## src/verilog/ctrlPkg.sv

```systemverilog
// Controller-side types: phases, stall class and the packed control word sent to the datapath
`default_nettype none

package ctrlPkg;

	typedef enum logic [1:0] {FETCH, EXEC1, EXEC2, EXEC3} phase_t;

	// What an instruction may wait on
	typedef enum logic [1:0] {WAIT_NONE, WAIT_MEM, WAIT_MDU} waitKind_t;

	// Register file selects
	typedef enum logic {P1_RS1, P1_RD} p1Sel_t;
	typedef enum logic {P2_RS2, P2_RD} p2Sel_t;
	typedef enum logic {WR_RD0, WR_RD1} wrSel_t;
	typedef enum logic [2:0]
	{
		SRC_DATABUS, SRC_PCINC, SRC_LOGIC, SRC_SHIFT,
		SRC_ARITH, SRC_MDULOW, SRC_MDUHIGH, SRC_IMM
	} trfSrc_t;

	// PC path
	typedef enum logic [1:0] {PC_INC, PC_REG, PC_ADDER} pcSrc_t;
	typedef enum logic {BASE_P1, BASE_IMM} pcBase_t;

	// Execute path
	typedef enum logic {OP2_REG, OP2_IMM} op2Sel_t;
	typedef enum logic [2:0] {IMM_NONE, IMM_SE5, IMM_SE6, IMM_SE8, IMM_USE8, IMM_LOWBITS} immKind_t;
	typedef enum logic [2:0] {ALU_NONE, ALU_ADD, ALU_SUB, ALU_AND, ALU_SHL, ALU_SHA} aluOp_t;

	typedef enum logic {MDU_MUL, MDU_DIV} mduOp_t;
	typedef enum logic {ADDR_PC, ADDR_ADR} addrSel_t;

	typedef struct packed
	{
		p1Sel_t  p1Sel;
		p2Sel_t  p2Sel;
		wrSel_t  wrSel;
		trfSrc_t src;
		logic    write;
	} trfCtrl_t;

	typedef struct packed
	{
		pcSrc_t  src;
		pcBase_t base;
		logic    ldPc;
	} pcCtrl_t;

	typedef struct packed
	{
		op2Sel_t  op2Sel;
		logic     shImm;
		aluOp_t   aluOp;
		immKind_t immKind;
		logic     enFlag;
	} exCtrl_t;

	typedef struct packed
	{
		logic   start;
		mduOp_t op;
		logic   ldLow;
		logic   ldHigh;
	} mduCtrl_t;

	typedef struct packed
	{
		addrSel_t addrSel;
		logic     read;
		logic     write;
		logic     ldIr;
		logic     ldAdr;
	} memCtrl_t;

	typedef struct packed
	{
		trfCtrl_t trf;
		pcCtrl_t  pc;
		exCtrl_t  ex;
		mduCtrl_t mdu;
		memCtrl_t mem;
	} ctrlWord_t;

	// All strobes low, all selects at their first value
	localparam ctrlWord_t ctrlIdle = '0;

endpackage

`default_nettype wire

```

## src/verilog/isaPkg.sv

```systemverilog
// Instruction-set encodings shared by the decoder, the branch logic and the testbench model
`default_nettype none

package isaPkg;

	// Opcode byte as held in the instruction register
	typedef logic [7:0] opcode_t;

	// Major class in opcode[7:4]
	typedef enum logic [3:0]
	{
		RSV1, RSV2, MEMJMP, ANR,
		ANI, MSI, MHI, SLR,
		SAR, ADR, SUR, ADI,
		SUI, MUL, DIV, EXT
	} majorOp_t;

	// Memory and jump subclass in opcode[3:2]
	typedef enum logic [1:0]
	{
		LDR, STR, JMR, JMI
	} memJmpOp_t;

	// Extended subclass in opcode[3:1]
	typedef enum logic [2:0]
	{
		CMR = 3'b000,
		CMI = 3'b001,
		BRC = 3'b010,
		BRR = 3'b011,
		SHI = 3'b100,
		NOP = 3'b110
	} extOp_t;

	// Flag register and the two bits that branches test
	typedef logic [7:0] flags_t;
	localparam int flagEq = 4;
	localparam int flagGt = 5;

	// Branch field, condition code in the low three bits
	typedef logic [4:0] fib_t;
	typedef enum logic [2:0] {EQ, LT, GT, GE, LE, NE} cond_t;

	// Subclass of an EXT opcode
	function automatic extOp_t extOpOf(input opcode_t op);
		extOp_t ext;
		case (op[3:2])
			// Shift immediate covers 100 and 101
			2'b10: ext = SHI;
			// Old NTR and NTD codes only step the PC
			2'b11: ext = NOP;
			default: ext = extOp_t'(op[3:1]);
		endcase
		return ext;
	endfunction

endpackage

`default_nettype wire

```

## src/verilog/branchCondition.sv

```systemverilog
// Branch outcome from the FIB condition code and the equal and greater flags
`timescale 1ns/1ps
`default_nettype none

module branchCondition
(
	input  wire isaPkg::fib_t   fib,
	input  wire isaPkg::flags_t outFlag,
	output logic                taken
);

	isaPkg::cond_t cond;
	logic eq;
	logic gt;

	assign cond = isaPkg::cond_t'(fib[2:0]);
	assign eq = outFlag[isaPkg::flagEq];
	assign gt = outFlag[isaPkg::flagGt];

	always_comb
	begin
		case (cond)
			isaPkg::EQ:
				taken = eq;
			isaPkg::LT:
				taken = !gt;
			isaPkg::GT:
				taken = gt;
			isaPkg::GE:
				taken = gt || eq;
			isaPkg::LE:
				taken = !gt || eq;
			isaPkg::NE:
				taken = !eq;
			// Codes 6 and 7 never branch
			default:
				taken = 1'b0;
		endcase
	end

endmodule

`default_nettype wire

```

## src/verilog/controlSequencer.sv

```systemverilog
// Phase register and next-phase rules, gating commits on memory and multiplier-divider status
`timescale 1ns/1ps
`default_nettype none

module controlSequencer
(
	input  wire                     clk,
	input  wire                     rst,
	input  wire ctrlPkg::waitKind_t waitKind,
	input  wire                     readyMem,
	input  wire                     readyMdu,
	input  wire                     doneMdu,
	input  wire ctrlPkg::ctrlWord_t rawCtrl,
	output ctrlPkg::phase_t         phase,
	output ctrlPkg::ctrlWord_t      ctrl
);

	ctrlPkg::phase_t nextPhase;
	logic memHold;
	logic mduWait;

	always_ff @(posedge clk or posedge rst)
	begin
		if (rst)
			phase <= ctrlPkg::FETCH;
		else
			phase <= nextPhase;
	end

	always_comb
	begin
		nextPhase = ctrlPkg::FETCH;
		case (phase)
			ctrlPkg::FETCH:
				nextPhase = ctrlPkg::EXEC1;
			ctrlPkg::EXEC1:
				case (waitKind)
					ctrlPkg::WAIT_MEM:
						nextPhase = ctrlPkg::EXEC2;
					ctrlPkg::WAIT_MDU:
						nextPhase = doneMdu ? ctrlPkg::EXEC2 : ctrlPkg::EXEC1;
					default:
						nextPhase = ctrlPkg::FETCH;
				endcase
			ctrlPkg::EXEC2:
				if (waitKind == ctrlPkg::WAIT_MDU)
					nextPhase = ctrlPkg::EXEC3;
				else if (waitKind == ctrlPkg::WAIT_MEM && !readyMem)
					nextPhase = ctrlPkg::EXEC2;
			default:
				nextPhase = ctrlPkg::FETCH;
		endcase
	end

	// Memory access not yet acknowledged
	assign memHold = (phase == ctrlPkg::EXEC2) && (waitKind == ctrlPkg::WAIT_MEM) && !readyMem;
	assign mduWait = (phase == ctrlPkg::EXEC1) && (waitKind == ctrlPkg::WAIT_MDU);

	always_comb
	begin
		ctrl = rawCtrl;
		// Read or write stays up while waiting
		if (memHold)
		begin
			ctrl.trf.write = 1'b0;
			ctrl.pc.ldPc = 1'b0;
		end
		if (mduWait)
		begin
			ctrl.mdu.start = rawCtrl.mdu.start & readyMdu;
			ctrl.mdu.ldLow = rawCtrl.mdu.ldLow & doneMdu;
			ctrl.mdu.ldHigh = rawCtrl.mdu.ldHigh & doneMdu;
		end
	end

endmodule

`default_nettype wire

```

## src/verilog/instructionDecoder.sv

```systemverilog
// Opcode by phase decode into the raw control word and stall class used by the sequencer
`timescale 1ns/1ps
`default_nettype none

module instructionDecoder
(
	input  wire isaPkg::opcode_t opcode,
	input  wire ctrlPkg::phase_t phase,
	input  wire                  taken,
	output ctrlPkg::ctrlWord_t   rawCtrl,
	output ctrlPkg::waitKind_t   waitKind
);

	isaPkg::majorOp_t  major;
	isaPkg::memJmpOp_t memOp;
	isaPkg::extOp_t    extOp;

	assign major = isaPkg::majorOp_t'(opcode[7:4]);
	assign memOp = isaPkg::memJmpOp_t'(opcode[3:2]);
	assign extOp = isaPkg::extOpOf(opcode);

	// Stall class follows the instruction, the sequencer picks the phase
	always_comb
	begin
		waitKind = ctrlPkg::WAIT_NONE;
		if (major == isaPkg::MEMJMP && (memOp == isaPkg::LDR || memOp == isaPkg::STR))
			waitKind = ctrlPkg::WAIT_MEM;
		else if (major == isaPkg::MUL || major == isaPkg::DIV)
			waitKind = ctrlPkg::WAIT_MDU;
	end

	always_comb
	begin
		rawCtrl = ctrlPkg::ctrlIdle;
		case (phase)
			ctrlPkg::FETCH:
			begin
				rawCtrl.mem.addrSel = ctrlPkg::ADDR_PC;
				rawCtrl.mem.read = 1'b1;
				rawCtrl.mem.ldIr = 1'b1;
			end
			ctrlPkg::EXEC1:
			begin
				// Single-cycle classes step the PC here
				rawCtrl.pc.ldPc = 1'b1;
				case (major)
					isaPkg::MEMJMP:
						case (memOp)
							isaPkg::LDR, isaPkg::STR:
							begin
								rawCtrl.trf.p1Sel = (memOp == isaPkg::LDR) ?
									ctrlPkg::P1_RS1 : ctrlPkg::P1_RD;
								rawCtrl.mem.ldAdr = 1'b1;
								rawCtrl.pc.ldPc = 1'b0;
							end
							isaPkg::JMR:
							begin
								rawCtrl.trf.p1Sel = ctrlPkg::P1_RS1;
								rawCtrl.pc.src = ctrlPkg::PC_ADDER;
								rawCtrl.trf.src = ctrlPkg::SRC_PCINC;
								// opcode[1] asks for the link write
								rawCtrl.trf.write = opcode[1];
							end
							default:
							begin
								rawCtrl.ex.immKind = ctrlPkg::IMM_SE6;
								rawCtrl.pc.base = ctrlPkg::BASE_IMM;
								rawCtrl.pc.src = ctrlPkg::PC_ADDER;
								rawCtrl.trf.src = ctrlPkg::SRC_PCINC;
								rawCtrl.trf.write = 1'b1;
							end
						endcase
					isaPkg::ANR, isaPkg::SLR, isaPkg::SAR, isaPkg::ADR, isaPkg::SUR:
					begin
						rawCtrl.trf.p1Sel = ctrlPkg::P1_RS1;
						rawCtrl.trf.p2Sel = ctrlPkg::P2_RS2;
						rawCtrl.trf.write = 1'b1;
					end
					isaPkg::ANI, isaPkg::ADI, isaPkg::SUI:
					begin
						rawCtrl.trf.p1Sel = ctrlPkg::P1_RD;
						rawCtrl.ex.op2Sel = ctrlPkg::OP2_IMM;
						rawCtrl.ex.immKind = (major == isaPkg::ANI) ?
							ctrlPkg::IMM_USE8 : ctrlPkg::IMM_SE8;
						rawCtrl.trf.write = 1'b1;
					end
					isaPkg::MSI, isaPkg::MHI:
					begin
						rawCtrl.trf.p1Sel = ctrlPkg::P1_RD;
						rawCtrl.ex.immKind = (major == isaPkg::MSI) ?
							ctrlPkg::IMM_SE8 : ctrlPkg::IMM_LOWBITS;
						rawCtrl.trf.write = 1'b1;
					end
					isaPkg::MUL, isaPkg::DIV:
					begin
						// Held until doneMdu, first result half latched then
						rawCtrl.pc.ldPc = 1'b0;
						rawCtrl.trf.p1Sel = ctrlPkg::P1_RS1;
						rawCtrl.trf.p2Sel = ctrlPkg::P2_RS2;
						rawCtrl.mdu.op = (major == isaPkg::MUL) ? ctrlPkg::MDU_MUL : ctrlPkg::MDU_DIV;
						rawCtrl.mdu.start = 1'b1;
						rawCtrl.mdu.ldHigh = (major == isaPkg::MUL);
						rawCtrl.mdu.ldLow = (major == isaPkg::DIV);
					end
					isaPkg::EXT:
						case (extOp)
							isaPkg::CMR:
							begin
								rawCtrl.trf.p1Sel = ctrlPkg::P1_RS1;
								rawCtrl.trf.p2Sel = ctrlPkg::P2_RD;
								rawCtrl.ex.enFlag = 1'b1;
							end
							isaPkg::CMI:
							begin
								rawCtrl.trf.p1Sel = ctrlPkg::P1_RD;
								rawCtrl.ex.op2Sel = ctrlPkg::OP2_IMM;
								rawCtrl.ex.immKind = ctrlPkg::IMM_SE5;
								rawCtrl.ex.enFlag = 1'b1;
							end
							isaPkg::BRC:
							begin
								rawCtrl.trf.p1Sel = ctrlPkg::P1_RD;
								rawCtrl.pc.src = taken ? ctrlPkg::PC_ADDER : ctrlPkg::PC_INC;
							end
							isaPkg::BRR:
							begin
								rawCtrl.trf.p1Sel = ctrlPkg::P1_RD;
								rawCtrl.pc.src = taken ? ctrlPkg::PC_REG : ctrlPkg::PC_INC;
							end
							isaPkg::SHI:
							begin
								rawCtrl.trf.p1Sel = ctrlPkg::P1_RD;
								rawCtrl.ex.shImm = 1'b1;
								rawCtrl.trf.write = 1'b1;
							end
							default:
								rawCtrl.pc.src = ctrlPkg::PC_INC;
						endcase
					default:
						rawCtrl.pc.src = ctrlPkg::PC_INC;
				endcase
				// Operation and write source per class
				case (major)
					isaPkg::ANR, isaPkg::ANI:
					begin
						rawCtrl.ex.aluOp = ctrlPkg::ALU_AND;
						rawCtrl.trf.src = ctrlPkg::SRC_LOGIC;
					end
					isaPkg::MSI, isaPkg::MHI:
						rawCtrl.trf.src = ctrlPkg::SRC_IMM;
					isaPkg::SLR, isaPkg::SAR:
					begin
						rawCtrl.ex.aluOp = (major == isaPkg::SLR) ? ctrlPkg::ALU_SHL : ctrlPkg::ALU_SHA;
						rawCtrl.trf.src = ctrlPkg::SRC_SHIFT;
					end
					isaPkg::ADR, isaPkg::ADI, isaPkg::SUR, isaPkg::SUI:
					begin
						rawCtrl.ex.aluOp = (major == isaPkg::ADR || major == isaPkg::ADI) ?
							ctrlPkg::ALU_ADD : ctrlPkg::ALU_SUB;
						rawCtrl.trf.src = ctrlPkg::SRC_ARITH;
					end
					isaPkg::EXT:
						if (extOp == isaPkg::SHI)
						begin
							// opcode[1] picks the arithmetic shift
							rawCtrl.ex.aluOp = opcode[1] ? ctrlPkg::ALU_SHA : ctrlPkg::ALU_SHL;
							rawCtrl.trf.src = ctrlPkg::SRC_SHIFT;
						end
					default:
						rawCtrl.ex.aluOp = ctrlPkg::ALU_NONE;
				endcase
			end
			ctrlPkg::EXEC2:
				case (major)
					isaPkg::MEMJMP:
					begin
						rawCtrl.mem.addrSel = ctrlPkg::ADDR_ADR;
						rawCtrl.pc.ldPc = 1'b1;
						if (memOp == isaPkg::LDR)
						begin
							rawCtrl.mem.read = 1'b1;
							rawCtrl.trf.src = ctrlPkg::SRC_DATABUS;
							rawCtrl.trf.write = 1'b1;
						end
						else
						begin
							// Store data comes out on read port 1
							rawCtrl.trf.p1Sel = ctrlPkg::P1_RS1;
							rawCtrl.mem.write = 1'b1;
						end
					end
					isaPkg::MUL:
					begin
						rawCtrl.trf.wrSel = ctrlPkg::WR_RD1;
						rawCtrl.trf.src = ctrlPkg::SRC_MDUHIGH;
						rawCtrl.trf.write = 1'b1;
						rawCtrl.mdu.ldLow = 1'b1;
					end
					isaPkg::DIV:
					begin
						rawCtrl.trf.src = ctrlPkg::SRC_MDULOW;
						rawCtrl.trf.write = 1'b1;
						rawCtrl.mdu.op = ctrlPkg::MDU_DIV;
						rawCtrl.mdu.ldHigh = 1'b1;
					end
					default:
						rawCtrl.trf.write = 1'b0;
				endcase
			default:
				if (major == isaPkg::MUL || major == isaPkg::DIV)
				begin
					// Second half of the product or the remainder
					rawCtrl.trf.wrSel = (major == isaPkg::MUL) ? ctrlPkg::WR_RD0 : ctrlPkg::WR_RD1;
					rawCtrl.trf.src = (major == isaPkg::MUL) ?
						ctrlPkg::SRC_MDULOW : ctrlPkg::SRC_MDUHIGH;
					rawCtrl.trf.write = 1'b1;
					rawCtrl.pc.ldPc = 1'b1;
				end
		endcase
	end

endmodule

`default_nettype wire

```

## src/verilog/sayacController.sv

```systemverilog
// SAYAC controller top, joining branch check, decoder and sequencer toward the datapath
`timescale 1ns/1ps
`default_nettype none

module sayacController
(
	input  wire                  clk,
	input  wire                  rst,
	input  wire isaPkg::opcode_t opcode,
	input  wire isaPkg::flags_t  outFlag,
	input  wire isaPkg::fib_t    fib,
	input  wire                  readyMem,
	input  wire                  readyMdu,
	input  wire                  doneMdu,
	output ctrlPkg::ctrlWord_t   ctrl
);

	logic               taken;
	ctrlPkg::phase_t    phase;
	ctrlPkg::ctrlWord_t rawCtrl;
	ctrlPkg::waitKind_t waitKind;

	branchCondition branchCheck
	(
		.fib(fib),
		.outFlag(outFlag),
		.taken(taken)
	);

	instructionDecoder decoder
	(
		.opcode(opcode),
		.phase(phase),
		.taken(taken),
		.rawCtrl(rawCtrl),
		.waitKind(waitKind)
	);

	controlSequencer sequencer
	(
		.clk(clk),
		.rst(rst),
		.waitKind(waitKind),
		.readyMem(readyMem),
		.readyMdu(readyMdu),
		.doneMdu(doneMdu),
		.rawCtrl(rawCtrl),
		.phase(phase),
		.ctrl(ctrl)
	);

endmodule

`default_nettype wire
```

## config.mk

```make
export PLATFORM = sky130hd
export DESIGN_NAME = sayacController
export DESIGN_NICKNAME = d
export VERILOG_FILES = /design/src/verilog/ctrlPkg.sv /design/src/verilog/isaPkg.sv /design/src/verilog/branchCondition.sv /design/src/verilog/controlSequencer.sv /design/src/verilog/instructionDecoder.sv /design/src/verilog/sayacController.sv
export SDC_FILE = /design/constraint.sdc
export NUM_CORES = 1
export LEC_CHECK = 0
export BUFFER_PORTS_ARGS = -buffer_cell sky130_fd_sc_hd__buf_4
export CORE_MARGIN = 10
export CORE_UTILIZATION = 39
export DETAILED_ROUTE_END_ITERATION = 8
export MAX_ROUTING_LAYER = met4
export PLACE_DENSITY_LB_ADDON = 0.05
export SLEW_MARGIN = 10
export SYNTH_ARGS = -nofsm -noshare
export SYNTH_HDL_FRONTEND = slang
export SYNTH_SLANG_ARGS = --single-unit
```

## constraint.sdc

```tcl
create_clock -name clk -period 1.4 [get_ports clk]
set_input_delay 0 -clock clk [delete_from_list [all_inputs] [get_ports clk]]
set_output_delay 0 -clock clk [all_outputs]
set_load 0.05 [all_outputs]
```

==> results of run 1 <==
[through the flow]
stage | std cells | hold WS (ns)
after floorplan | 145 | -0.259
after global placement | 237 | -0.139
after detailed placement | 237 | -0.134
after CTS | 247 | 0.135
[synthesized netlist by cell type, drive strengths merged (2+ instances only)]
library cell / number
dfrtp: 2
o21ai: 8
xnor2: 2
nand2: 13
buf: 5
nor3: 4
nand2b: 6
nor3b: 3
or2: 2
nor2: 23
nand3: 2
a211oi: 5
a21oi: 8
o21bai: 2
clkbuf: 5
a22o: 2
and2: 6
o32ai: 2
a22oi: 6
o22ai: 6
a21boi: 2
inv: 10
ha: 4
[cell families after synthesis]
family	share of synthesized area
multiplexers	0.0111
AND/OR/NAND/NOR	0.374
AO/OA/AOI/OAI	0.384
adder cells (fa/ha/maj)	0.0555
flip-flops	0.0555
buffers and inverters	0.0902
XOR/XNOR	0.0291
[repair_timing]
item,CTS
setup endpoints to repair,28
setup buffers,6
pin swaps,11
hold buffers,1
endpoints found under the hold margin,2
gates resized for setup,57
==> impl_metrics.env, run 1 <==
export IMPL_synth_largest_area_cell="nor2_1"
export IMPL_numCtsBuffers=3
export IMPL_numClockSinks=2
export IMPL_grt_max_degree=13
export IMPL_yosysSeqAreaShare=0.0555
export IMPL_cts_root_buf="clkbuf_4"
export IMPL_synth_edf_count=0
export IMPL_worstEpCategory="output port"
export IMPL_clockBufferDepth=2
export IMPL_synth_cells=145
export IMPL_yosysWarnings=0
export IMPL_haltStage="5_1_grt"
export IMPL_dp_worst_setup_slack_ns=-0.155
export IMPL_chipHeight_um=68.1
export IMPL_error="[ERROR DPL-0033] detailed placement checks failed during check placement."
export IMPL_cts_htree_levels=1
export IMPL_ys_ff_latch=2
export IMPL_std_cell_rows=17
export IMPL_synth_nets=175
export IMPL_place_gp_congestion=0.883
export IMPL_synth_cell_types=43
export IMPL_ios=55
export IMPL_chipWidth_um=68.1
export IMPL_dp_hpwl_mm=3.09
export IMPL_synth_top_cell_area_share=0.0957
export IMPL_initial_core_util=0.408
export IMPL_synthTopCellsByArea="nor2_1 (9.6%), dfrtp_1 (5.5%), ha_1 (5.5%)"
export IMPL_antenna_found_initial=0
export IMPL_status="did not finish"
export IMPL_synth_ff_type="dfrtp_1"
export IMPL_crit_endpoint="ctrl[18]"
export IMPL_synth_area_um2=902
export IMPL_async_flop_share=1.00
export IMPL_synth_avg_cell_area_um2=6.22
export IMPL_portBuffers=45
export IMPL_dpl_cell_area_um2=1690
==> run 2: changes to the inputs <==
--- a/config.mk
+++ b/config.mk
@@ -6,11 +6,10 @@
 export NUM_CORES = 1
 export LEC_CHECK = 0
 export BUFFER_PORTS_ARGS = -buffer_cell sky130_fd_sc_hd__buf_4
-export CORE_MARGIN = 10
-export CORE_UTILIZATION = 39
+export CORE_AREA = 10 10 71 73
 export DETAILED_ROUTE_END_ITERATION = 8
-export MAX_ROUTING_LAYER = met4
-export PLACE_DENSITY_LB_ADDON = 0.05
+export DIE_AREA = 0 0 81 83
+export PLACE_DENSITY_LB_ADDON = 0.15
 export SLEW_MARGIN = 10
 export SYNTH_ARGS = -nofsm -noshare
 export SYNTH_HDL_FRONTEND = slang
==> constraint.sdc (replaced) <==
create_clock -name clk -period 1.8 [get_ports clk]
set_input_delay 0 -clock clk [delete_from_list [all_inputs] [get_ports clk]]
set_output_delay 0 -clock clk [all_outputs]
set_load 0.05 [all_outputs]
==> run 2 against run 1 <==
Synthesized area stayed put. The flow now finishes without violations. Synthesized cell count is the same.
==> impl_metrics.env, run 2 <==
export IMPL_status="completed"
export IMPL_worst_endpoint_required_ns=1.80
export IMPL_clockPowerShare=0.137
export IMPL_yosysMostFrequentCell="nor2_1"
export IMPL_crit_start="sequencer.phase[0]"
export IMPL_wl_per_cell_um=14.9
export IMPL_cts_htree_levels=1
export IMPL_antenna_found_initial=0
export IMPL_drive_gt1_frac=0.409
export IMPL_fin_tns_setup_ns=0
export IMPL_numClockSinks=2
export IMPL_dr_pass1_iters=4
export IMPL_synth_cells=145
export IMPL_period_needed_ns=1.76
export IMPL_critPathArrivalTime_ns=1.76
export IMPL_synth_cell_types=43
export IMPL_numCtsBuffers=3
export IMPL_maxSlewViolCount=0
export IMPL_placedCellCount=230
export IMPL_whs_path_depth=4
export IMPL_initial_core_util=0.248
export IMPL_synth_largest_area_cell="nor2_1"
export IMPL_grt_setup_unrepaired="true"
export IMPL_nNetsFinal=218
export IMPL_area_growth_syn_to_layout_pct=60.5
export IMPL_largest_reg_flops=2
export IMPL_p_seq_frac=0.062
export IMPL_core_area_um2=3630
export IMPL_grtUsageTotal=0.0996
export IMPL_place_gp_congestion=0.837
export IMPL_top_layer_used="met3"
export IMPL_dpl_cell_area_um2=1330
export IMPL_async_flop_share=1.00
export IMPL_reg2reg_to="sequencer.phase[0]"
export IMPL_grt_overflow_total=0
export IMPL_relSlewSlack=0.710
export IMPL_crit_fanout=11
export IMPL_clock_skew_ns=0.00162
export IMPL_dp_hpwl_mm=2.79
export IMPL_reg2regPathDepth=5
export IMPL_setup_viol=0
export IMPL_critPathLaunchType="flop"
export IMPL_reg2reg_slack_ns=0.51
export IMPL_peakVddDrop_mv=0.327
export IMPL_synth_top_cell_area_share=0.0957
export IMPL_initialDrtViolationCount=49
export IMPL_min_delay_path_class="in -> reg"
export IMPL_antennaDiodeCount=0
export IMPL_layout_common_cells="buf_4 (46), nor2_1 (18), nand2_1 (13)"
export IMPL_fin_crit_sh=0.978
export IMPL_yosysWarnings=0
export IMPL_postRouteAntennaNets=0
export IMPL_clock_latency_ns=0.21
export IMPL_ios=55
export IMPL_wl_met1_mm=1.59
export IMPL_synthTopCellsByCount="nor2_1 (23), nand2_1 (13), inv_1 (10)"
export IMPL_fmaxAchievable_mhz=568
export IMPL_p_sw_frac=0.559
export IMPL_powerDensity_nw_per_um2=869
export IMPL_grt_pass1_vias=1211
export IMPL_clk_pin_slew_worst_paths_ns=0.03
export IMPL_largest_register="sequencer.phase"
export IMPL_worst_pin_slew_ns=0.434
export IMPL_crit_path_end="ctrl[25]"
export IMPL_grt_max_degree=23
export IMPL_drt_wl_total_mm=3.49
export IMPL_fin_util=0.398
export IMPL_post_cts_buffers=0
export IMPL_stdcell_count=234
export IMPL_grt_pass1_wl_mm=5.79
export IMPL_final_common_cell="buf_4"
export IMPL_std_cell_rows=22
export IMPL_rr_startpoint="sequencer.phase[1]"
export IMPL_endpoint_kind="output port"
export IMPL_power_switching_uw=703
export IMPL_synth_avg_cell_area_um2=6.22
export IMPL_vias=1200
export IMPL_p_int_uw=555
export IMPL_drc=0
export IMPL_combPwrFrac=0.801
export IMPL_synth_area_um2=902
export IMPL_wl_met3_um=284
export IMPL_yosysSeqAreaShare=0.0555
export IMPL_fin_area_um2=1450
export IMPL_hold_viol=0
export IMPL_leakage_uw=0.000599
export IMPL_chipHeight_um=83
export IMPL_portBuffers=45
export IMPL_synthTopCellsByArea="nor2_1 (9.6%), dfrtp_1 (5.5%), ha_1 (5.5%)"
export IMPL_clockBufferDepth=2
export IMPL_top_regs="sequencer.phase (2)"
export IMPL_synth_ff_type="dfrtp_1"
export IMPL_ys_ff_latch=2
export IMPL_cts_root_buf="clkbuf_8"
export IMPL_wl_met2_mm=1.61
export IMPL_viasPerCell=5.13
export IMPL_synth_edf_count=0
export IMPL_cap_violations=0
export IMPL_die_area_um2=6720
export IMPL_critPathKind="reg -> out"
export IMPL_synth_nets=175
export IMPL_chipWidth_um=81
export IMPL_cts_tree="done"
-- run 2: cell counts after synthesis --
Identical to the previous run, type by type.
-- run 2: cells by family after synthesis --
group           after synthesis  share of synthesized area
simple gates                 65                      0.374
compound gates               50                      0.384
buf+inv                      20                     0.0902
fa+ha+maj                     4                     0.0555
xor+xnor                      3                     0.0291
flops                         2                     0.0555
mux                           1                     0.0111
-- run 2: metrics by stage --
| step | hold slack (ns) | setup slack [ns] | power (uW) |
|---|---|---|---|
| final | 0.182 | 0.0398 | 1260 |
| after global routing | 0.193 | -0.0737 | 1350 |
| after CTS | 0.175 | 0.0102 | 1210 |
| after detailed placement | -0.133 | 0.122 | 1020 |
| after global placement | -0.140 | 0.171 | 1020 |
| after floorplan | -0.259 | -0.329 | 749 |
-- run 2: area by class of cell --
cell class	instances	area (um2)
clock buffer	3	41.3
fill	405	2190
inverter	10	37.5
multi-input combinational	123	892
sequential	2	50.0
tap	48	60.1
timing repair buffer	48	367
-- run 2: repair_timing --
item	CTS	global route
pin swaps	0	0
setup endpoints to repair	6	9
hold buffers	1	0
resized for setup	4	9
endpoints found under the hold margin	2	0
-- run 2: worst min-delay path by stage --
stage               startpoint                  to  slack, ns
floorplan                  rst  sequencer.phase[0]      -0.26
global placement           rst  sequencer.phase[0]      -0.14
detailed placement         rst  sequencer.phase[0]      -0.13
CTS                    doneMdu  sequencer.phase[1]       0.18
global route           doneMdu  sequencer.phase[1]       0.19
finish                readyMem  sequencer.phase[1]       0.18
-- run 2: power by group through the flow --
stage / clock network (uW) / logic [uW] / registers [uW]
after global placement: 0 / 947 / 69.5
after global routing: 188 / 1080 / 80.3
after floorplan: 0 / 681 / 67.2
final: 173 / 1010 / 78.4
after detailed placement: 0 / 950 / 70.8
after CTS: 177 / 965 / 71.9
-- run 2: layer usage --
metal  vias to the layer above  GRT usage
met1                       555      0.130
met5                         -          0
met2                        31      0.159
met4                         0    0.00939
met3                         0     0.0323
li1                        614          -
-- run 2: critical path: stages, from the launching register on --
cell	delay, ns
dfrtp_1	0.42
ha_2	0.35
nand2b_2	0.25
o22ai_1	0.10
a22o_1	0.24
buf_4	0.19
Note: power is estimated with default switching activity, not from simulation.
